`src/hw/cpu_pkg.sv`:
```
`default_nettype none

package cpu_pkg;

	// instruction word field positions
	localparam int CLASS_LSB   = 30;
	localparam int OPC_LSB     = 25;
	localparam int OPC_W       = 5;
	localparam int RD_LSB      = 21;
	localparam int RA_LSB      = 17;
	localparam int RB_LSB      = 13;
	localparam int USE_IMM_BIT = 12;
	localparam int IMM_MSB     = 11;
	localparam int REG_IDX_W   = 4;
	localparam int NUM_REGS    = 16;

	localparam logic [1:0] CLASS_ALU    = 2'b00;
	localparam logic [1:0] CLASS_BRANCH = 2'b01;
	localparam logic [1:0] CLASS_MEM    = 2'b10;
	localparam logic [1:0] CLASS_CR     = 2'b11;

	localparam logic [4:0] ALU_OPC_ADD   = 5'h00;
	localparam logic [4:0] ALU_OPC_ADDC  = 5'h01;
	localparam logic [4:0] ALU_OPC_SUB   = 5'h02;
	localparam logic [4:0] ALU_OPC_SUBC  = 5'h03;
	localparam logic [4:0] ALU_OPC_LSL   = 5'h04;
	localparam logic [4:0] ALU_OPC_LSR   = 5'h05;
	localparam logic [4:0] ALU_OPC_AND   = 5'h06;
	localparam logic [4:0] ALU_OPC_XOR   = 5'h07;
	localparam logic [4:0] ALU_OPC_BIC   = 5'h08;
	localparam logic [4:0] ALU_OPC_BST   = 5'h09;
	localparam logic [4:0] ALU_OPC_OR    = 5'h0a;
	localparam logic [4:0] ALU_OPC_COPYB = 5'h0b;
	localparam logic [4:0] ALU_OPC_CMP   = 5'h0c;
	localparam logic [4:0] ALU_OPC_MOVHI = 5'h0d;
	localparam logic [4:0] ALU_OPC_ASR   = 5'h0e;
	localparam logic [4:0] ALU_OPC_MUL   = 5'h0f;

	localparam logic [4:0] MEM_OPC_LOAD  = 5'h00;
	localparam logic [4:0] MEM_OPC_STORE = 5'h04;

	localparam logic [4:0] CR_OPC_GCR = 5'h00;
	localparam logic [4:0] CR_OPC_SCR = 5'h01;

	localparam logic [2:0] CR_VBAR = 3'd0; // vector base
	localparam logic [2:0] CR_PSR  = 3'd1; // {N, O, C, Z} in bits 3:0

	// branch condition codes live in opc[3:0]
	localparam logic [3:0] BRANCH_CC_NE   = 4'b0001;
	localparam logic [3:0] BRANCH_CC_EQ   = 4'b0010;
	localparam logic [3:0] BRANCH_CC_GT   = 4'b0011;
	localparam logic [3:0] BRANCH_CC_LT   = 4'b0100;
	localparam logic [3:0] BRANCH_CC_GTS  = 4'b0101;
	localparam logic [3:0] BRANCH_CC_LTS  = 4'b0110;
	localparam logic [3:0] BRANCH_CC_B    = 4'b0111;
	localparam logic [3:0] BRANCH_CC_GTE  = 4'b1000;
	localparam logic [3:0] BRANCH_CC_GTES = 4'b1001;
	localparam logic [3:0] BRANCH_CC_LTE  = 4'b1010;
	localparam logic [3:0] BRANCH_CC_LTES = 4'b1011;

	localparam int DMEM_WORDS = 64;
	localparam int DMEM_AW    = 6; // word index comes from address bits 7:2

	typedef struct packed {
		logic                 valid;
		logic [1:0]           cls;
		logic [OPC_W-1:0]     opc;
		logic [REG_IDX_W-1:0] rd;
		logic                 write_rd;
		logic [31:0]          ra_val;
		logic [31:0]          rb_val;
		logic [31:0]          imm;
		logic                 use_imm;
		logic                 update_flags;
		logic                 update_carry;
	} exec_ctrl_t;

	typedef struct packed {
		logic                 valid;
		logic                 write_rd;
		logic [REG_IDX_W-1:0] rd;
		logic [31:0]          value;
		logic                 mem_load;
		logic                 mem_store;
		logic [31:0]          addr;
		logic [31:0]          store_data;
		logic                 branch;
		logic                 branch_taken;
	} exec_result_t;

	typedef struct packed {
		logic                 valid;
		logic                 write_rd;
		logic [REG_IDX_W-1:0] rd;
		logic [31:0]          data; // written value, branch target for branches
		logic                 is_branch;
		logic                 taken;
	} retire_t;

endpackage

`default_nettype wire

```
`src/hw/reg_file.sv`:
```
`timescale 1ns/1ps
`default_nettype none

module reg_file (
	input  wire         clk,
	input  wire         rst,
	input  wire  [3:0]  i_ra_idx,
	input  wire  [3:0]  i_rb_idx,
	output logic [31:0] o_ra_val,
	output logic [31:0] o_rb_val,
	input  wire         i_wr_en,
	input  wire  [3:0]  i_wr_idx,
	input  wire  [31:0] i_wr_val
);

	logic [31:0] regs [cpu_pkg::NUM_REGS];

	// no write-through, a read in the write cycle sees the old value
	assign o_ra_val = regs[i_ra_idx];
	assign o_rb_val = regs[i_rb_idx];

	always_ff @(posedge clk) begin
		if (rst) begin
			for (int i = 0; i < cpu_pkg::NUM_REGS; i++)
				regs[i] <= 32'b0;
		end else if (i_wr_en) begin
			regs[i_wr_idx] <= i_wr_val;
		end
	end

endmodule

`default_nettype wire

```
`config.mk`:
```
export PLATFORM = sky130hd
export DESIGN_NAME = reg_file
export DESIGN_NICKNAME = d
export VERILOG_FILES = /design/src/hw/cpu_pkg.sv /design/src/hw/reg_file.sv
export SDC_FILE = /design/constraint.sdc
export NUM_CORES = 1
export LEC_CHECK = 0
export BUFFER_PORTS_ARGS = -buffer_cell sky130_fd_sc_hd__buf_2
export CAP_MARGIN = 0
export CORE_MARGIN = 1
export CORE_UTILIZATION = 25
export CTS_BUF_LIST = sky130_fd_sc_hd__clkbuf_4
export DETAILED_ROUTE_END_ITERATION = 7
export PLACE_DENSITY_LB_ADDON = 0.12
export SKIP_CTS_REPAIR_TIMING = 1
export SYNTH_ARGS = -nofsm -noshare
export SYNTH_HDL_FRONTEND = slang
export SYNTH_SLANG_ARGS = --single-unit
```
`constraint.sdc`:
```
create_clock -name clk -period 2.3 [get_ports clk]
set_input_delay 0.46 -clock clk [delete_from_list [all_inputs] [get_ports clk]]
set_output_delay 0.46 -clock clk [all_outputs]
set_load 0.005 [all_outputs]
```
# Word level (Yosys, flattened, before mapping)
# Memory sizes are Yosys's and may differ from the RTL's.
# Cells that the tools add are included.
[classes] mux=8 n_reduce_logical=1
[ops] op="2-to-1 mux 32 bit" count=1
[ops] op="OR reduction 32 bit" count=1
[ops] op="2-to-1 mux 1 bit" count=6
[ops] op="2-to-1 mux 4 bit" count=1
[totals] regBits=0 ram_bits=512 output_inout_bits=64 mem_count=1
[mem_list] memory="regs" words=16 width=32 rd=2 rd_clocked_by_memory_dff=0 wr=16 line_no="reg_file.sv:16" text="logic [31:0] regs [cpu_pkg::NUM_REGS];"

# Longest topological paths before layout
[depth] depth_word=5 mapped_depth=5 mapped_depth_nobuf=3

# Least setup slack after synthesis
# OpenSTA, ideal clock, no wires.
[synth_timing] path_kind="in2out" start="input port i_ra_idx[0]" end="output port o_ra_val[11]" arrival_time_ns=1.689 path_slack_ns=0.151 path_stages=5 path_buffers=2 cell_sequence="buf_4 > buf_2 > mux4_2 > a22oi_1 > nand2_1"
[synth_between] elab_chain_cells=1
[synth_lines] item="from (decl)" line_no="reg_file.sv:7" text="input wire [3:0] i_ra_idx,"
[synth_lines] item="memory (16 x 32 bit)"
[synth_lines] item="to (decl)" line_no="reg_file.sv:9" text="output logic [31:0] o_ra_val,"
# No other way between the ends.

==> summary.txt <==
Status: finished with violations
Failing checks: design-rule violations, negative setup slack
Top sig layer: met4
Netlist cell types: 22
Synth Area in XOR/XNOR: 0%
Pre-Repair DR Iteration Count: 7
IO buf count: 110
Commonest cells after routing, fill and taps aside: 512 x edfxtp_1, 480 x and2_1, 256 x mux4_2
Detailed-route via count: 16989
Final ANT Viol Nets: 0
LEAKAGE: 11.8 nW
Synth Instances: 1687
Post-Route M1 WL: 44.6 mm
Worst hold slack: 0.243 ns
Worst Setup EP: o_rb_val[13]
Detailed Route WL: 98.7 mm
Synthesized area per cell: 15.8 um^2
Max reg flops: 512
Syn nets: 1734
CP endpoint kind: output port
Final nets: 2057
Largest net degree at the start of global routing: 33
Final min period: 2.93 ns
Adder-cell share of the synthesized area: 0%
Die extent in y: 328 um
Commonest non-fill, non-tap cell in the layout: edfxtp_1
Antenna violations before repair: 10
Horiz. Die Dim: 328 um
Max FO, Critical Path: 2
Fmax: 0.341 GHz
Dpl ws: -0.341 ns
TritonCTS Buffers: 153
CTS tree: done
Worst path max stage delay: 0.48 ns
Post-DP HPWL: 60.3 mm
Largest Register: regs
Critical path data arrival time: 2.47 ns
Gr ovfl total: 0
Mapped cell area: 26600 um^2
Final setup fails: 64
Post-synthesis compound-gate area fraction: 3.61%
H-tree Lvls: 4
Max-cap violations: 0
Largest family of logic cells by synthesized area: multiplexers
Die area: 108000 um^2
Share of cells above drive strength 1: 45.7%
Fin crit share: 128%
Clock sink count: 512
Met3 WL: 4.46 mm
Vias in the first global route: 18418
First DRT Iteration DRCs: 1305
Pwr Total: 23.1 mW
Initial Util: 25.2%
GPL Wtd Cong: 0.760
Root buf cell: clkbuf_4
Clk slew on worst S/H paths: 0.07 ns
Worst setup path class: reg -> out
Synth warnings: 0
Hold Crit Class: in -> reg
CP Cell Sequence: mux4_2, a22oi_2, nand2_2, buf_6
Startpoint Class: flip-flop
VDD IR max: 0.322 mV
Synth Area in Simple Gates: 14.3%
Synth Register Bits: 512
# rows: 119
Largest regs: regs x512
Setup crit start: regs[0][13]
Final slew viol count: 0
RSZ-0062 raised after global routing: true
I/O pins: 111
Power Dens Cells: 687 nW/um^2
Clk buf depth: 3
CP required: 1.84 ns
First-pass GRT wire length: 139 mm
Max transition margin: 53.6%
Slack of the critical path: -0.633 ns
Worst-Margin Slew: 0.696 ns
GRT Total Usage: 18.6%
Crit-path slowest cell: mux4_2
Post-synthesis mux area share: 21.7%
DR vias/cell: 4.83
Residual DRC: 36
Total core area: 105000 um^2
Area growth syn-to-layout: 26.3%
Routed len/inst: 28.0 um
Hold Fails Final Rpt: 0
Met2 wire length: 47.4 mm
Final Non-Filler Cells: 3520
Sequential share of the synthesized area: 57.8%
Dpl cells: 3217
## worst min path at each step
stage,start,to,slack (ns),cells after the start
global placement,i_wr_val[11],regs[7][11],0.93,2
finish,rst,regs[6][3],0.24,4
global route,rst,regs[5][5],0.17,4
floorplan,i_wr_val[0],regs[12][0],0.66,1
detailed placement,i_wr_val[11],regs[3][11],0.95,2
CTS,i_wr_val[28],regs[12][28],-0.21,2
## stage by stage
stage	TNS (ns)	area (um^2)	util, %
after floorplan	0	26600	-
after global placement	-12.71	30800	29.2
after detailed placement	-12.76	30800	29.2
after CTS	-47.93	32600	31.0
after global routing	-41.67	33600	31.8
final	-31.73	33600	31.8
## cells by family after synthesis
kind of cell           after synthesis
DFF                                512
buffers and inverters              168
and+or+nand+nor                    623
muxes                              256
AOI/OAI and AO/OA                  128
## cell usage after synthesis
| library cell | instances | share of area (%) |
|---|---|---|
| clkbuf_2 | 6 | 0.11 |
| nor3_4 | 1 | 0.061 |
| nor2_4 | 3 | 0.13 |
| nand4b_1 | 1 | 0.033 |
| and2_1 | 482 | 11 |
| buf_1 | 15 | 0.21 |
| a22oi_1 | 128 | 3.6 |
| nand4bb_1 | 2 | 0.085 |
| buf_2 | 30 | 0.56 |
| nor2_1 | 11 | 0.16 |
| nand2b_1 | 2 | 0.047 |
| or2_2 | 16 | 0.38 |
| nor3_2 | 1 | 0.038 |
| nor3_1 | 2 | 0.038 |
| edfxtp_1 | 512 | 58 |
| nand2_1 | 65 | 0.92 |
| or4b_4 | 1 | 0.052 |
| buf_4 | 3 | 0.085 |
| mux4_2 | 256 | 22 |
| and2_2 | 32 | 0.90 |
| nor2b_1 | 4 | 0.094 |
| clkbuf_1 | 114 | 1.6 |
## layer usage
layer	GRT usage, %	vias to the layer above
li1	-	7296
met1	25.3	9058
met2	30.2	494
met3	3.08	141
met4	5.66	0
met5	0	-
## report_power, final
group / internal (mW) / leakage (nW) / switching [mW]
logic: 1.58 / 5.78 / 1.68
clock network: 4.53 / 1.12 / 4.19
registers: 10.8 / 4.88 / 0.266
## worst max-delay path, delay by kind of cell, from the launching register on
kind,cells,cell delay (ns)
muxes,1,0.48
and+or+nand+nor,1,0.13
buffers and inverters,1,0.14
DFF,1,0.42
AOI/OAI and AO/OA,1,0.31
## cell type report
type	count	area, um^2
diodes	7	17.5
clock buffers	208	1560
clock inverters	59	325
fillers	10375	71800
multi-input cells	1007	11200
flip-flops and latches	512	15400
well taps	1391	1740
repair buffers	336	3390
Note: power is estimated with default switching activity, not from simulation.
