File: config.mk
export PLATFORM = sky130hd
export DESIGN_NAME = mem_writeback
export DESIGN_NICKNAME = d
export VERILOG_FILES = /design/src/hw/cpu_pkg.sv /design/src/hw/mem_writeback.sv
export SDC_FILE = /design/constraint.sdc
export NUM_CORES = 2
export LEC_CHECK = 0
export ABC_AREA = 0
export BUFFER_PORTS_ARGS = -buffer_cell sky130_fd_sc_hd__clkbuf_2
export CAP_MARGIN = 10
export CORE_MARGIN = 4
export CORE_UTILIZATION = 45
export DETAILED_ROUTE_END_ITERATION = 6
export PLACE_DENSITY_LB_ADDON = 0.08
export SYNTH_ARGS = -nofsm -noshare
export SYNTH_HDL_FRONTEND = slang
export SYNTH_SLANG_ARGS = --single-unit
export TNS_END_PERCENT = 30
File: constraint.sdc
create_clock -name clk -period 2.4 [get_ports clk]
set_input_delay 0.24 -clock clk [delete_from_list [all_inputs] [get_ports clk]]
set_output_delay 0.24 -clock clk [all_outputs]
set_load 0.02 [all_outputs]
File: src/hw/cpu_pkg.sv
`default_nettype none

package cpu_pkg;

	// instruction word field positions
	localparam int CLASS_LSB   = 30;
	localparam int OPC_LSB     = 25;
	localparam int OPC_W       = 5;
	localparam int RD_LSB      = 21;
	localparam int RA_LSB      = 17;
	localparam int RB_LSB      = 13;
	localparam int USE_IMM_BIT = 12;
	localparam int IMM_MSB     = 11;
	localparam int REG_IDX_W   = 4;
	localparam int NUM_REGS    = 16;

	localparam logic [1:0] CLASS_ALU    = 2'b00;
	localparam logic [1:0] CLASS_BRANCH = 2'b01;
	localparam logic [1:0] CLASS_MEM    = 2'b10;
	localparam logic [1:0] CLASS_CR     = 2'b11;

	localparam logic [4:0] ALU_OPC_ADD   = 5'h00;
	localparam logic [4:0] ALU_OPC_ADDC  = 5'h01;
	localparam logic [4:0] ALU_OPC_SUB   = 5'h02;
	localparam logic [4:0] ALU_OPC_SUBC  = 5'h03;
	localparam logic [4:0] ALU_OPC_LSL   = 5'h04;
	localparam logic [4:0] ALU_OPC_LSR   = 5'h05;
	localparam logic [4:0] ALU_OPC_AND   = 5'h06;
	localparam logic [4:0] ALU_OPC_XOR   = 5'h07;
	localparam logic [4:0] ALU_OPC_BIC   = 5'h08;
	localparam logic [4:0] ALU_OPC_BST   = 5'h09;
	localparam logic [4:0] ALU_OPC_OR    = 5'h0a;
	localparam logic [4:0] ALU_OPC_COPYB = 5'h0b;
	localparam logic [4:0] ALU_OPC_CMP   = 5'h0c;
	localparam logic [4:0] ALU_OPC_MOVHI = 5'h0d;
	localparam logic [4:0] ALU_OPC_ASR   = 5'h0e;
	localparam logic [4:0] ALU_OPC_MUL   = 5'h0f;

	localparam logic [4:0] MEM_OPC_LOAD  = 5'h00;
	localparam logic [4:0] MEM_OPC_STORE = 5'h04;

	localparam logic [4:0] CR_OPC_GCR = 5'h00;
	localparam logic [4:0] CR_OPC_SCR = 5'h01;

	localparam logic [2:0] CR_VBAR = 3'd0; // vector base
	localparam logic [2:0] CR_PSR  = 3'd1; // {N, O, C, Z} in bits 3:0

	// branch condition codes live in opc[3:0]
	localparam logic [3:0] BRANCH_CC_NE   = 4'b0001;
	localparam logic [3:0] BRANCH_CC_EQ   = 4'b0010;
	localparam logic [3:0] BRANCH_CC_GT   = 4'b0011;
	localparam logic [3:0] BRANCH_CC_LT   = 4'b0100;
	localparam logic [3:0] BRANCH_CC_GTS  = 4'b0101;
	localparam logic [3:0] BRANCH_CC_LTS  = 4'b0110;
	localparam logic [3:0] BRANCH_CC_B    = 4'b0111;
	localparam logic [3:0] BRANCH_CC_GTE  = 4'b1000;
	localparam logic [3:0] BRANCH_CC_GTES = 4'b1001;
	localparam logic [3:0] BRANCH_CC_LTE  = 4'b1010;
	localparam logic [3:0] BRANCH_CC_LTES = 4'b1011;

	localparam int DMEM_WORDS = 64;
	localparam int DMEM_AW    = 6; // word index comes from address bits 7:2

	typedef struct packed {
		logic                 valid;
		logic [1:0]           cls;
		logic [OPC_W-1:0]     opc;
		logic [REG_IDX_W-1:0] rd;
		logic                 write_rd;
		logic [31:0]          ra_val;
		logic [31:0]          rb_val;
		logic [31:0]          imm;
		logic                 use_imm;
		logic                 update_flags;
		logic                 update_carry;
	} exec_ctrl_t;

	typedef struct packed {
		logic                 valid;
		logic                 write_rd;
		logic [REG_IDX_W-1:0] rd;
		logic [31:0]          value;
		logic                 mem_load;
		logic                 mem_store;
		logic [31:0]          addr;
		logic [31:0]          store_data;
		logic                 branch;
		logic                 branch_taken;
	} exec_result_t;

	typedef struct packed {
		logic                 valid;
		logic                 write_rd;
		logic [REG_IDX_W-1:0] rd;
		logic [31:0]          data; // written value, branch target for branches
		logic                 is_branch;
		logic                 taken;
	} retire_t;

endpackage

`default_nettype wire

File: src/hw/mem_writeback.sv
`timescale 1ns/1ps
`default_nettype none

module mem_writeback (
	input  wire                   clk,
	input  wire                   rst,
	input  cpu_pkg::exec_result_t i_result,
	output logic                  o_rf_wr_en,
	output logic [3:0]            o_rf_wr_idx,
	output logic [31:0]           o_rf_wr_val,
	output cpu_pkg::retire_t      o_retire
);

	logic [31:0]                  dmem [cpu_pkg::DMEM_WORDS];
	logic [cpu_pkg::DMEM_AW-1:0]  word_idx;
	logic [31:0]                  load_val;
	logic [31:0]                  wr_val;
	cpu_pkg::retire_t             retire_d;

	assign word_idx = i_result.addr[2 +: cpu_pkg::DMEM_AW]; // upper address bits alias
	assign load_val = dmem[word_idx];
	assign wr_val   = i_result.mem_load ? load_val : i_result.value;

	// register write lands on the same edge as the retire record
	assign o_rf_wr_en  = i_result.valid && i_result.write_rd;
	assign o_rf_wr_idx = i_result.rd;
	assign o_rf_wr_val = wr_val;

	always_ff @(posedge clk) begin
		if (rst) begin
			for (int i = 0; i < cpu_pkg::DMEM_WORDS; i++)
				dmem[i] <= 32'b0;
		end else if (i_result.mem_store) begin
			dmem[word_idx] <= i_result.store_data;
		end
	end

	always_comb begin
		retire_d.valid     = i_result.valid;
		retire_d.write_rd  = i_result.write_rd;
		retire_d.rd        = i_result.rd;
		retire_d.data      = wr_val;
		retire_d.is_branch = i_result.branch;
		retire_d.taken     = i_result.branch_taken;
	end

	always_ff @(posedge clk) begin
		if (rst)
			o_retire <= '0;
		else
			o_retire <= retire_d;
	end

endmodule

`default_nettype wire

Yosys cells after proc, flatten, opt, wreduce, memory -nomap -nowiden
Memory sizes are Yosys's and may differ from the RTL's. Cells that the tools add are included.

Register bits: 40. Memory bits (read-only): 0. Word-level logic and storage cells: 18. Memories kept: 1. Memory bits (writable): 2048. Output and inout bits: 77. Bits in latches: 0.

Memory list: dmem (depth 64, width 32, rd ports 1, clocked after memory_dff 0, write ports 64, line mem_writeback.sv:14) `logic [31:0] dmem [cpu_pkg::DMEM_WORDS];`.

Reduce and logical (&&, ||, !) cells: 2. Multiplexer cells: 9. Shifts and indexed selects: 0. Div/mod/pow operators: 0. Bitwise operators: 0. Order comparisons: 0. Add/subtract/negate cells: 0. $mul: 0. Equality and inequality tests: 0.

Operators with widths (number): two-way mux 32 bit (2); OR reduction 32 bit (1); two-way mux 1 bit (6); two-way mux 6 bit (1); logical AND 1 bit (1).

Depth between registers and ports, before layout
Depth in word-level cells: 5. Depth in mapped cells: 12.

Least setup slack after synthesis
No wires, ideal clock.

Path type: in2reg. From: in i_result[38] (netlist bit). To: mem dmem[17][0], enable pin. Data required time: 2.025 ns. Path slack: -0.153 ns. Stages on the path: 9. Arrival time: 2.179 ns. Cell sequence: buf_4 buf_6 buf_6 buf_6 buf_4 buf_4 buf_2 nor3_1 or2_2.

RTL lines: start: declaration (line mem_writeback.sv:7) `input cpu_pkg::exec_result_t i_result,`; end: declaration (line mem_writeback.sv:14).

Worst setup path in the final report
From: mem dmem[2][17]. To: out o_rf_wr_val[17].

Longest elaborated chain between the ends: 2.

RTL lines: memory read (64 x 32 bit); two-way mux 32 bit (line mem_writeback.sv:22) `assign wr_val = i_result.mem_load ? load_val : i_result.value;`; end: declaration (line mem_writeback.sv:10) `output logic [31:0] o_rf_wr_val,`.

Every way passes these cells.

==> summary.md <==
| Metric | Value |
|---|---|
| Fin crit period | `3660 ps` |
| Share of cells above drive strength 1 | `roughly 28%` |
| DRT antenna net count | `0` |
| Buffer and inverter count on the worst path | `2` |
| Outcome | `finished with violations` |
| Dpl hpwl | `about 260000 um` |
| WL met1 | `150000 um` |
| Slew @ Worst Pin | `about 1200 ps` |
| Post-synthesis sequential area ratio | `approximately two thirds` |
| PortBufs | `158` |
| Leak | `43.7 nW` |
| Async set or reset register ratio after synthesis | `0%` |
| Combinational power share | `~12%` |
| Reg2reg setup slack | `-160 ps` |
| Flop pwr share | `a little under 50%` |
| Met3 WL | `42000 um` |
| Arrival time at the worst endpoint | `around 3400 ps` |
| Skew final | `approximately 26 ps` |
| Die area | `approximately 0.22 sq mm` |
| R2R Path End | `o_retire[19]` |
| Netlist cell types | `76` |
| CTS max path bufs | `3` |
| Die Ht | `approximately 470 um` |
| IO Pins | `~190` |
| Worst Path Class, Setup | `reg2out` |
| Synthesis-stage register bit count | `around 2.1k` |
| Hold Crit Start | `i_result[25]` |
| Final wirelength | `391000 um` |
| Initial DRC Count | `9723` |
| First-pass GRT wire length | `533000 um` |
| Residual DRC count | `16` |
| Most used DFF post-synth | `edfxtp_1` |
| Final worst path period share | `153%` |
| WL/cell | `36.6 um` |
| Worst R2R Path Depth | `7` |
| Internal | `around 64 mW` |
| Root buf cell | `clkbuf_16` |
| Final hold vios | `0` |
| Hold Crit Class | `in2reg` |
| Critical path's top delay family | `compound AO/OA/AOI/OAI gates` |
| Initial antenna violation count | `36` |
| Number of global-route vias before repair | `62.8k` |
| DRT Pass-1 Iters | `7` |
| F_max | `between 200 and 300 MHz` |
| Mapped Nets | `6914` |
| # H-tree levels | `4` |
| Pins over their slew limit | `0` |
| Slowest CP cell | `a222oi_1` |
| Inserted Clock Buffers | `between 200 and 250` |
| Setup violators final | `38` |
| Worst-Skew Late Latency | `approximately 890 ps` |
| CP Capture Type | `output port` |
| Vias per cell | `a little over 6` |
| Cell Pwr Density | `~730 mW/mm^2` |
| Reg clk slew, reported paths | `about 60 ps` |
| Initial core utilization | `45.4%` |
| Slew HR | `around 20%` |
| Worst reg2reg startpoint | `dmem[2][17]` |
| Peak supply drop | `roughly 0.81 mV` |
| CTS tree | `yes` |
| Cell count after synthesis | `6806` |
| Area grow syn2layout | `23.8%` |
| Global Route Usage Sum | `roughly a third` |
| CP required | `between 2000 and 2500 ps` |
| PnR worst setup slack | `-1260 ps` |
| Failing checks | `design-rule violations, negative setup slack` |
| Syn Std Cell Area | `about 0.096 sq mm` |
| Placed instance area | `between 0.1 and 0.15 sq mm` |
| RSZ-0062 raised after global routing | `yes` |
| WP depth | `8` |
| Nets | `a little under 8k` |
| Core Region | `approximately 0.21 sq mm` |
| CP startpoint kind | `register` |
| FP Rows | `~170` |
| Placer Congestion | `around 0.98` |
| Met2 wire len | `between 150000 and 200000 um` |
| Yosys Warn Count | `0` |
| Die Width | `~470 um` |
| Most frequent cells in the layout | `and2_1 (2051), edfxtp_1 (2048), buf_4 (830), mux2i_1 (357), buf_12 (311)` |
| Largest net degree at the start of global routing | `65` |
| CP endpoint | `o_rf_wr_val[17]` |
| Total gr overflow | `0` |
| Commonest non-fill, non-tap cell in the layout | `and2_1` |
| Slowest cell delay on critical path | `690 ps` |
| Highest layer used for signal routing | `met5` |
| NetSw | `~22 mW` |
| Total of max-cap violations | `0` |
| Vias | `around 66k` |
| Crit path cell chain | `mux2_4, a221o_1, a222oi_1, o22ai_1, nor4_1, buf_4, nor2_2, buf_6` |
| Syn avg cell area | `14.0 sq um` |
| Crit path from | `dmem[2][17]` |
| CP Max Fanout | `2` |
| Clk sink count | `around 2.1k` |
| Clk pwr share | `between 30% and 40%` |
| Core Util, Final | `56.2%` |
| Post-route cell area | `around 0.12 sq mm` |
| Number of synthesized flops with an enable pin | `~2.0k` |
| Sw Ratio | `between 20% and 30%` |
layout make-up:
type | instances | area (sq um)
diodes | 25 | 62.6
clock buffers | 300 | 6020
clock inverters | 108 | 861
fillers | 16900 | 92200
inverters | 5 | 28.8
multi-input cells | 3986 | 31400
flip-flops and latches | 2088 | 62300
well taps | 2805 | 3510
repair buffers | 1363 | 14100
how the worst min path moves through the flow:
stage | end | slack, ps | cells after the start
after CTS | dmem[45][19] | 1 | 3
after detailed placement | o_retire[0] | 460 | 2
after global placement | o_retire[0] | 450 | 2
after global routing | dmem[41][19] | 1 | 3
final | dmem[49][23] | 40 | 3
after floorplan | o_retire[0] | 370 | 1
cell families after synthesis:
kind of cell / synth area share, %
compound gates: 6.44
buf+inv: 3.57
flops: 65.2
mux: 8.57
simple gates: 16.2
flip-flops by register name (all words and copies together) (netlist names):
name      count
o_retire     40
dmem       2048
timing repair:
action / in CTS / in global routing
hold buffers: 52 / 1
pin swaps: 67 / 38
endpoints found under the setup margin: 54 / 44
resized for setup: 208 / 89
endpoints found under the hold margin: 124 / 1
buffers inserted: 6 / 0
tightest hold or removal path, delay by kind of cell:
kind | cells | cell delay, ps
buffers and inverters | 2 | 280
and+or+nand+nor | 1 | 190
stage by stage:
step / hold slack [ps] / total power, mW / TNS [ps] / std cells / worst slack [ps]
detailed placement: 462 / 52.8 / -792100 / 10200 / -1420
global route: 1.43 / 88.1 / -33750 / 10700 / -1280
floorplan: 368 / 46.8 / -27420 / 6806 / -87.5
CTS: 1.21 / 86.0 / -32360 / 10700 / -1230
finish: 35.9 / 86.1 / -31500 / 10700 / -1260
global placement: 450 / 52.7 / -746880 / 10200 / -2160
cell usage after synthesis (8+ instances only):
library cell     n  area [sq um]
dfxtp_1         40           801
nor2b_1         26           163
nand2b_1        18           113
buf_6           36           405
mux2_2          87           980
edfxtp_1      2048         61500
a31oi_1         30           188
a22oi_1        146          1100
o221ai_1        22           193
o2bb2ai_1       12           105
o21ai_0         58           290
a222oi_1        16           160
buf_1           47           176
a32oi_1          8          70.1
a211o_1         12           105
a211oi_1        15           113
and2_1        2054         12800
nor2_2           9          56.3
mux2i_1        382          3820
a21oi_1         77           385
nand3_1         39           195
nor2_1         127           477
nor3_1          35           175
a221oi_1       118          1030
nor3b_1         10          75.1
nand3b_1        12          90.1
nand2_1         99           372
mux4_2         148          3330
buf_4           60           450
or2_2           68           425
and3_1          12          75.1
o22ai_1        104           651
a22o_1          52           455
buf_2          105           526
o22a_1          30           263
a221o_1         63           631
o211ai_1        12          90.1
clkbuf_1       474          1780
power by group through the flow:
stage,logic [mW],clock network [mW],registers [mW]
2_1_floorplan,3.81,0,43.0
3_3_place_gp,9.63,0,43.1
3_5_place_dp,9.64,0,43.2
4_1_cts,10.0,33.5,42.4
5_1_grt,10.5,35.0,42.6
6_report,10.4,33.3,42.4
layer usage:
metal	track usage, %	up-vias
li1	-	26700
met1	47.9	34000
met2	53.3	4119
met3	8.24	819
met4	18.0	2
met5	0	-
Power figures use the tool's default switching activity.
