$ cat src/hw/cpu_pkg.sv
`default_nettype none

package cpu_pkg;

	// instruction word field positions
	localparam int CLASS_LSB   = 30;
	localparam int OPC_LSB     = 25;
	localparam int OPC_W       = 5;
	localparam int RD_LSB      = 21;
	localparam int RA_LSB      = 17;
	localparam int RB_LSB      = 13;
	localparam int USE_IMM_BIT = 12;
	localparam int IMM_MSB     = 11;
	localparam int REG_IDX_W   = 4;
	localparam int NUM_REGS    = 16;

	localparam logic [1:0] CLASS_ALU    = 2'b00;
	localparam logic [1:0] CLASS_BRANCH = 2'b01;
	localparam logic [1:0] CLASS_MEM    = 2'b10;
	localparam logic [1:0] CLASS_CR     = 2'b11;

	localparam logic [4:0] ALU_OPC_ADD   = 5'h00;
	localparam logic [4:0] ALU_OPC_ADDC  = 5'h01;
	localparam logic [4:0] ALU_OPC_SUB   = 5'h02;
	localparam logic [4:0] ALU_OPC_SUBC  = 5'h03;
	localparam logic [4:0] ALU_OPC_LSL   = 5'h04;
	localparam logic [4:0] ALU_OPC_LSR   = 5'h05;
	localparam logic [4:0] ALU_OPC_AND   = 5'h06;
	localparam logic [4:0] ALU_OPC_XOR   = 5'h07;
	localparam logic [4:0] ALU_OPC_BIC   = 5'h08;
	localparam logic [4:0] ALU_OPC_BST   = 5'h09;
	localparam logic [4:0] ALU_OPC_OR    = 5'h0a;
	localparam logic [4:0] ALU_OPC_COPYB = 5'h0b;
	localparam logic [4:0] ALU_OPC_CMP   = 5'h0c;
	localparam logic [4:0] ALU_OPC_MOVHI = 5'h0d;
	localparam logic [4:0] ALU_OPC_ASR   = 5'h0e;
	localparam logic [4:0] ALU_OPC_MUL   = 5'h0f;

	localparam logic [4:0] MEM_OPC_LOAD  = 5'h00;
	localparam logic [4:0] MEM_OPC_STORE = 5'h04;

	localparam logic [4:0] CR_OPC_GCR = 5'h00;
	localparam logic [4:0] CR_OPC_SCR = 5'h01;

	localparam logic [2:0] CR_VBAR = 3'd0; // vector base
	localparam logic [2:0] CR_PSR  = 3'd1; // {N, O, C, Z} in bits 3:0

	// branch condition codes live in opc[3:0]
	localparam logic [3:0] BRANCH_CC_NE   = 4'b0001;
	localparam logic [3:0] BRANCH_CC_EQ   = 4'b0010;
	localparam logic [3:0] BRANCH_CC_GT   = 4'b0011;
	localparam logic [3:0] BRANCH_CC_LT   = 4'b0100;
	localparam logic [3:0] BRANCH_CC_GTS  = 4'b0101;
	localparam logic [3:0] BRANCH_CC_LTS  = 4'b0110;
	localparam logic [3:0] BRANCH_CC_B    = 4'b0111;
	localparam logic [3:0] BRANCH_CC_GTE  = 4'b1000;
	localparam logic [3:0] BRANCH_CC_GTES = 4'b1001;
	localparam logic [3:0] BRANCH_CC_LTE  = 4'b1010;
	localparam logic [3:0] BRANCH_CC_LTES = 4'b1011;

	localparam int DMEM_WORDS = 64;
	localparam int DMEM_AW    = 6; // word index comes from address bits 7:2

	typedef struct packed {
		logic                 valid;
		logic [1:0]           cls;
		logic [OPC_W-1:0]     opc;
		logic [REG_IDX_W-1:0] rd;
		logic                 write_rd;
		logic [31:0]          ra_val;
		logic [31:0]          rb_val;
		logic [31:0]          imm;
		logic                 use_imm;
		logic                 update_flags;
		logic                 update_carry;
	} exec_ctrl_t;

	typedef struct packed {
		logic                 valid;
		logic                 write_rd;
		logic [REG_IDX_W-1:0] rd;
		logic [31:0]          value;
		logic                 mem_load;
		logic                 mem_store;
		logic [31:0]          addr;
		logic [31:0]          store_data;
		logic                 branch;
		logic                 branch_taken;
	} exec_result_t;

	typedef struct packed {
		logic                 valid;
		logic                 write_rd;
		logic [REG_IDX_W-1:0] rd;
		logic [31:0]          data; // written value, branch target for branches
		logic                 is_branch;
		logic                 taken;
	} retire_t;

endpackage

`default_nettype wire

$ cat src/hw/exec_stage.sv
`timescale 1ns/1ps
`default_nettype none

module exec_stage (
	input  wire                   clk,
	input  wire                   rst,
	input  cpu_pkg::exec_ctrl_t   i_ctrl,
	output cpu_pkg::exec_result_t o_result
);

	logic [31:0] op1;
	logic [31:0] op2;
	logic [31:0] alu_q;
	logic [31:0] addr;
	logic [31:0] cr_rd_val;
	logic        alu_c;
	logic        alu_z;
	logic        alu_n;
	logic        alu_o;
	logic        z_flag;
	logic        c_flag;
	logic        n_flag;
	logic        o_flag;
	logic [25:0] vector_addr;
	logic        cond_met;
	logic [2:0]  cr_sel;
	logic        write_cr;
	cpu_pkg::exec_result_t result_d;

	assign op1      = i_ctrl.ra_val;
	assign op2      = i_ctrl.use_imm ? i_ctrl.imm : i_ctrl.rb_val;
	assign alu_z    = op1 == op2;
	assign addr     = i_ctrl.ra_val + i_ctrl.imm; // load/store address and branch target
	assign cr_sel   = i_ctrl.imm[2:0];
	assign write_cr = i_ctrl.valid && i_ctrl.cls == cpu_pkg::CLASS_CR &&
	                  i_ctrl.opc == cpu_pkg::CR_OPC_SCR;

	always_comb begin
		alu_c = 1'b0;
		alu_n = 1'b0;
		alu_o = 1'b0;
		case (i_ctrl.opc)
		cpu_pkg::ALU_OPC_ADD:   {alu_c, alu_q} = op1 + op2;
		cpu_pkg::ALU_OPC_ADDC:  {alu_c, alu_q} = op1 + op2 + {31'b0, c_flag};
		cpu_pkg::ALU_OPC_SUB:   {alu_c, alu_q} = op1 - op2;
		cpu_pkg::ALU_OPC_SUBC:  {alu_c, alu_q} = op1 - op2 - {31'b0, c_flag};
		cpu_pkg::ALU_OPC_MUL:   alu_q = op1 * op2;
		cpu_pkg::ALU_OPC_LSL:   alu_q = op1 << op2[4:0];
		cpu_pkg::ALU_OPC_LSR:   alu_q = op1 >> op2[4:0];
		cpu_pkg::ALU_OPC_AND:   alu_q = op1 & op2;
		cpu_pkg::ALU_OPC_XOR:   alu_q = op1 ^ op2;
		cpu_pkg::ALU_OPC_BIC:   alu_q = op1 & ~(32'b1 << op2[4:0]);
		cpu_pkg::ALU_OPC_BST:   alu_q = op1 | (32'b1 << op2[4:0]);
		cpu_pkg::ALU_OPC_OR:    alu_q = op1 | op2;
		cpu_pkg::ALU_OPC_COPYB: alu_q = op2;
		cpu_pkg::ALU_OPC_CMP: begin
			{alu_c, alu_q} = op1 - op2;
			alu_c = ~alu_c; // carry set means no borrow
			alu_o = (op1[31] ^ op2[31]) && alu_q[31] == op2[31];
			alu_n = alu_q[31];
		end
		cpu_pkg::ALU_OPC_MOVHI: alu_q = op1 | {16'b0, op2[15:0]};
		cpu_pkg::ALU_OPC_ASR:   alu_q = $signed(op1) >>> op2[4:0];
		default:                alu_q = 32'b0;
		endcase
	end

	always_comb begin
		case (cr_sel)
		cpu_pkg::CR_VBAR: cr_rd_val = {vector_addr, 6'b0};
		cpu_pkg::CR_PSR:  cr_rd_val = {28'b0, n_flag, o_flag, c_flag, z_flag};
		default:          cr_rd_val = 32'b0;
		endcase
	end

	always_comb begin
		case (i_ctrl.opc[3:0])
		cpu_pkg::BRANCH_CC_NE:   cond_met = !z_flag;
		cpu_pkg::BRANCH_CC_EQ:   cond_met = z_flag;
		cpu_pkg::BRANCH_CC_GT:   cond_met = c_flag && !z_flag;
		cpu_pkg::BRANCH_CC_LT:   cond_met = !c_flag;
		cpu_pkg::BRANCH_CC_GTS:  cond_met = !z_flag && (n_flag == o_flag);
		cpu_pkg::BRANCH_CC_LTS:  cond_met = n_flag != o_flag;
		cpu_pkg::BRANCH_CC_B:    cond_met = 1'b1;
		cpu_pkg::BRANCH_CC_GTE:  cond_met = c_flag;
		cpu_pkg::BRANCH_CC_GTES: cond_met = n_flag == o_flag;
		cpu_pkg::BRANCH_CC_LTE:  cond_met = !c_flag || z_flag;
		cpu_pkg::BRANCH_CC_LTES: cond_met = (n_flag != o_flag) || z_flag;
		default:                 cond_met = 1'b0;
		endcase
	end

	always_comb begin
		result_d.valid        = i_ctrl.valid;
		result_d.write_rd     = i_ctrl.write_rd;
		result_d.rd           = i_ctrl.rd;
		result_d.addr         = addr;
		result_d.store_data   = i_ctrl.rb_val;
		result_d.mem_load     = i_ctrl.valid && i_ctrl.cls == cpu_pkg::CLASS_MEM &&
		                        i_ctrl.opc == cpu_pkg::MEM_OPC_LOAD;
		result_d.mem_store    = i_ctrl.valid && i_ctrl.cls == cpu_pkg::CLASS_MEM &&
		                        i_ctrl.opc == cpu_pkg::MEM_OPC_STORE;
		result_d.branch       = i_ctrl.valid && i_ctrl.cls == cpu_pkg::CLASS_BRANCH;
		result_d.branch_taken = result_d.branch && cond_met;

		// stores and scr report the word they wrote, loads are filled in at writeback
		case (i_ctrl.cls)
		cpu_pkg::CLASS_ALU:    result_d.value = alu_q;
		cpu_pkg::CLASS_BRANCH: result_d.value = addr;
		cpu_pkg::CLASS_MEM:    result_d.value = result_d.mem_store ? i_ctrl.rb_val : 32'b0;
		default: begin
			if (i_ctrl.opc == cpu_pkg::CR_OPC_GCR)
				result_d.value = cr_rd_val;
			else if (i_ctrl.opc == cpu_pkg::CR_OPC_SCR)
				result_d.value = i_ctrl.ra_val;
			else
				result_d.value = 32'b0;
		end
		endcase
	end

	always_ff @(posedge clk) begin
		if (rst) begin
			z_flag      <= 1'b0;
			c_flag      <= 1'b0;
			n_flag      <= 1'b0;
			o_flag      <= 1'b0;
			vector_addr <= 26'b0;
		end else if (i_ctrl.valid) begin
			if (i_ctrl.update_flags) begin
				z_flag <= alu_z;
				n_flag <= alu_n;
				o_flag <= alu_o;
			end
			if (i_ctrl.update_carry)
				c_flag <= alu_c;

			// a psr write comes last so it wins over any flag update
			if (write_cr && cr_sel == cpu_pkg::CR_PSR)
				{n_flag, o_flag, c_flag, z_flag} <= i_ctrl.ra_val[3:0];
			if (write_cr && cr_sel == cpu_pkg::CR_VBAR)
				vector_addr <= i_ctrl.ra_val[31:6];
		end
	end

	always_ff @(posedge clk) begin
		if (rst)
			o_result <= '0;
		else
			o_result <= result_d;
	end

endmodule

`default_nettype wire

$ cat config.mk
export PLATFORM = sky130hd
export DESIGN_NAME = exec_stage
export DESIGN_NICKNAME = d
export VERILOG_FILES = /design/src/hw/cpu_pkg.sv /design/src/hw/exec_stage.sv
export SDC_FILE = /design/constraint.sdc
export NUM_CORES = 2
export LEC_CHECK = 0
export BUFFER_PORTS_ARGS = -buffer_cell sky130_fd_sc_hd__buf_2
export CAP_MARGIN = 10
export CORE_MARGIN = 3
export CORE_UTILIZATION = 50
export CTS_CLUSTER_SIZE = 24
export DETAILED_ROUTE_END_ITERATION = 6
export PLACE_DENSITY = 0.65
export SYNTH_ARGS = -nofsm -noshare
export SYNTH_HDL_FRONTEND = slang
export SYNTH_SLANG_ARGS = --single-unit
export TNS_END_PERCENT = 50
$ cat constraint.sdc
create_clock -name clk -period 25.9 [get_ports clk]
set_input_delay 7.77 -clock clk [delete_from_list [all_inputs] [get_ports clk]]
set_output_delay 7.77 -clock clk [all_outputs]
set_load 0.01 [all_outputs]
Yosys cells after proc, flatten, opt, wreduce, memory -nomap -nowiden
Cells that the tools add are included.
- register bits after elaboration: 136
- input bits: 114
- word-level logic and storage cells: 112
- add/sub/neg operators: 5
- $mul: 1
- equality and inequality tests: 34
- shift-type cells: 4
- mux-type cells: 19
- bitwise gates (word level): 9
- reductions and logical operators: 25
- operators by type and width (cell ; count):
    $pmux W32 S15 ; 1
    $mux W32 ; 4
    $pmux W32 S3 ; 1
    $and A32 B32 Y32 ; 2
    $or A32 B32 Y32 ; 2
    $pmux W32 S2 ; 1
    $eq A5 B4 Y1 const B ; 8
    $add A32 B32 Y33 ; 1
    $add A33 B1 Y33 ; 1
    $sub A32 B32 Y33 ; 1
    $sub A33 B1 Y33 ; 1
    $add A32 B32 Y32 ; 1
    $eq A32 B32 Y1 ; 1
    $mul A32 B32 Y32 ; 1
    $not A32 Y32 ; 1
    $or A32 B16 Y32 ; 1
    $shl A1 B5 Y32 const A ; 1
    $shl A32 B5 Y32 ; 1
    $shr A32 B5 Y32 ; 1
    $sshr A32 B5 Y32 ; 1
    $xor A32 B32 Y32 ; 1
    $eq A5 B3 Y1 const B ; 4
    $eq A4 B3 Y1 const B ; 4
    $eq A4 B4 Y1 const B ; 4
    23 further kinds ; 52

Depth between registers and ports, before layout
- depth in word-level cells: 7
- gate-level depth with buffers: 36
- gate-level depth less buffers: 29

Worst setup path before layout
Ideal clock, no wire load.
- path kind: input-to-reg
- start: input i_ctrl[2] (netlist bit)
- end: register o_result[99] (netlist bit)
- library setup time: 121 ps
- arrival: 16585 ps
- setup slack: 9194 ps
- stages on the path: 34
- buffers on the path: 7
- path through: buf_2 > buf_2 > mux2i_1 > clkbuf_1 > clkbuf_1 > clkbuf_1 > buf_1 > buf_1 > nor2_1 > fa_1 > inv_1 > fa_1 > fa_1 > fa_1 > inv_1 > fa_1 > inv_1 > fa_1 > inv_1 > fa_1 > fa_1 > ha_1 > a211oi_1 > nand2_1 > or3_1 > a21oi_1 > o31ai_1 > a211oi_1 > o21ai_0 > xor2_1 > o22ai_1 > a211oi_1 > o211a_1 > o21ai_1
- cells in the longest elaborated chain, start to end: 6
- elaborated cells on any way between the ends: 18
- those cells by class: 4 x add/sub; 1 x mul; 4 x shift; 3 x mux; 6 x bitwise
- ends and longest elaborated chain (what ; line ; text):
    start, declared ; exec_stage.sv:7 ; input cpu_pkg::exec_ctrl_t i_ctrl,
    $mux W32 * ; exec_stage.sv:31 ; assign op2 = i_ctrl.use_imm ? i_ctrl.imm : i_ctrl.rb_val;
    parallel branches: the longest is 3 deep, another holds $mul A32 B32 Y32 ; - ;
    $pmux W32 S15 * ; exec_stage.sv:42 ; case (i_ctrl.opc)
    $pmux W32 S3 * ; exec_stage.sv:107 ; case (i_ctrl.cls)
    end signal, assigned ; exec_stage.sv:150 ; o_result <= result_d;
    end, declared ; exec_stage.sv:8 ; output cpu_pkg::exec_result_t o_result
Mark *: on every way between the ends.
A chain may end at the register's enable or synchronous reset.

Final worst setup path
Ends and elaborated chain as after synthesis.

==> flow_summary.ini <==
[global_route]
grt_pass1_vias = 33660
overflow = 0
grt_first_pass_wirelength_mm = 238.1
grt_max_degree = 78
grt_antenna_before_repair = 7
grt_use_total = 0.4672

[route]
wl_per_cell_um = 31.23
routed_via_density = 6.666
dr.first_iter.drc_count = 5522
drc_errors = 0
wl_mm = 166.5
num_vias = 35540
final_antenna_net_count = 0
dr.pass1.iters = 6

[sta]
rsz0062_at_grt = no
min_period_ns = 17.24
setup_viol = 0
tightest_slew_ns = 1.492
final_max_slew_viol_count = 1
relSlewSlack = -0.003179
fin_skew_ns = 0.01306
max_freq_ghz = 0.05801
period_share = 0.6656
final-hold-violation-count = 0
fin_setup_tns_ns = 0

[yosys]
syn_area_um2 = 33430
ys_ff_latch = 136
synth.area.mux_share = 0.04199
synth_top_family_by_area = adder cells
synth-async-reset-ratio = 0
yosys.area_share.simple = 0.2107
synth_cell_types = 101
synth_compound_gate_area_share = 0.1917
syn_avg_cell_area_um2 = 7.659
synth_edf_count = 0
synth.net_count = 5129
yosysSeqAreaShare = 0.08144
synth_xor_area_frac = 0.05281
synth_ff_type = dfxtp_1
yosys.area_share.adder = 0.3356
synth_cells = 4365
synth_warnings = 0

[finish]
regArea_um2 = 2723
layout_commonest_cell = nand2_1
area.growth.synth_to_final_pct = 8.301
drive_gt1_frac = 0.1044
fin_nets = 5214
final_cell_mix = nand2_1 (505), nor2_1 (480), inv_1 (452)
multi_input_area_um2 = 28000
fillers = 6492

[worst_setup_path]
crit_buf_inv = 7
critPathMaxStageDelay_ns = 0.85
worstPathRequired_ns = 26.19
end_kind = flip-flop
worstSetupPathType = in -> reg
r2r.worst_path.cells = 11
worst_ep_arrival_time_ns = 17.53
slowest_stage = mux2i_4
cp-start-kind = primary input
path_depth = 29
critPathTopFamily = adder cells
r2r_slack_ns = 21.78
crit_fanout = 34
crit_path_frequent_cell = fa_1

[place]
place_hpwl_mm = 126.0
gp_congestion = 1.112
port_buffers = 219

[worst_hold_path]
hold-path-cell-count = 2
hold_path.class = reg -> reg

[cts]
clk_pin_slew_ns = 0.06
cts-resized-gates = 0
hold_buffers = 0
h-tree-depth = 4
numCtsBuffers = 17
worst_skew_pair.late_latency_ns = 0.44
cts_tree = done
root_buffer = clkbuf_16
cts_setup_buffers = 0
clockBufferDepth = 2
cts_sinks = 136

[floorplan]
chipWidth_um = 264.6
num_rows = 94
core_region_area_um2 = 65980
dieArea_um2 = 70000
start_util = 0.5067
ios = 220
die_h_um = 264.6

[status]
status = finished with violations
violations = max-capacitance violations, max-slew violations

[job]
cap_viol_max_count = 1
==> metal layers <==
| layer | up-vias | GRT usage | routed length (um) |
|---|---|---|---|
| li1 | 14960 | - | - |
| met1 | 17300 | 0.6295 | 64480 |
| met2 | 2661 | 0.6669 | 67680 |
| met3 | 623 | 0.1359 | 22010 |
| met4 | 4 | 0.2737 | 12300 |
| met5 | - | 0 | 55 |
==> worst register-to-register path: stages, from the launching register on <==
cell,delay [ns]
dfxtp_1,0.51
ha_1,0.23
ha_1,0.17
nand2_1,0.11
nor4b_1,0.56
nand3_1,0.54
nor4_4,0.62
xor2_1,0.13
a221oi_1,0.24
o21ai_0,0.16
o21ai_0,0.49
a311oi_1,0.19
==> per-stage QoR <==
step	area, um^2	util	std cells	setup slack (ns)	hold WS (ns)
floorplan	33430	-	4365	9.194	0.4361
global placement	35630	0.5400	5295	8.593	0.4422
detailed placement	35630	0.5400	5295	8.399	0.4472
CTS	36190	0.5485	5327	8.846	0.4560
global route	36200	0.5486	5328	8.243	0.4693
finish	36210	0.5487	5332	8.662	0.4547
==> cell families (layout without fill, tap and decap cells) <==
kind of cell	Yosys count	count (layout)
AO/OA/AOI/OAI	965	965
XOR/XNOR	200	200
flip-flops	136	136
other	0	5
AND/OR/NAND/NOR	1525	1525
adder cells (fa/ha/maj)	650	650
multiplexers	137	137
buffers and inverters	752	850
==> area by class of cell <==
| type | count | area share |
|---|---|---|
| timing repair buffer | 345 | 0.05647 |
| antenna | 5 | 0.0003456 |
| clock buffer | 18 | 0.01185 |
| clock inverter | 14 | 0.003767 |
| multi-input combinational | 3477 | 0.7734 |
| tap | 864 | 0.02986 |
| inverter | 473 | 0.04907 |
| sequential | 136 | 0.07520 |
==> sequential cells by signal, indices dropped and copies added, names as in the netlist <==
signal	count
z_flag	1
n_flag	1
o_flag	1
vector_addr	26
c_flag	1
o_result	106
==> worst paths after layout <==
kind	startpoint	end
max	i_ctrl[2]	o_result[99]$_SDFF_PP0_
min reg2reg	vector_addr[23]$_SDFFE_PP0P_	vector_addr[23]$_SDFFE_PP0P_
min	vector_addr[23]$_SDFFE_PP0P_	vector_addr[23]$_SDFFE_PP0P_
max reg2reg	c_flag$_SDFFE_PP0P_	o_result[82]$_SDFF_PP0_
==> cells in the mapped netlist (all sizes together) (123+ instances only) <==
library cell	number	share of area
nand2	505	0.057
fa	411	0.25
dfxtp	136	0.081
o21ai	212	0.032
nor2	483	0.054
xnor2	139	0.036
inv	456	0.051
a21oi	237	0.035
ha	239	0.089
mux2i	123	0.037
clkbuf	231	0.026
Power is left out: the tool's default activity adds up to more than one toggle a clock period on the data nets, which glitch-free logic cannot reach.
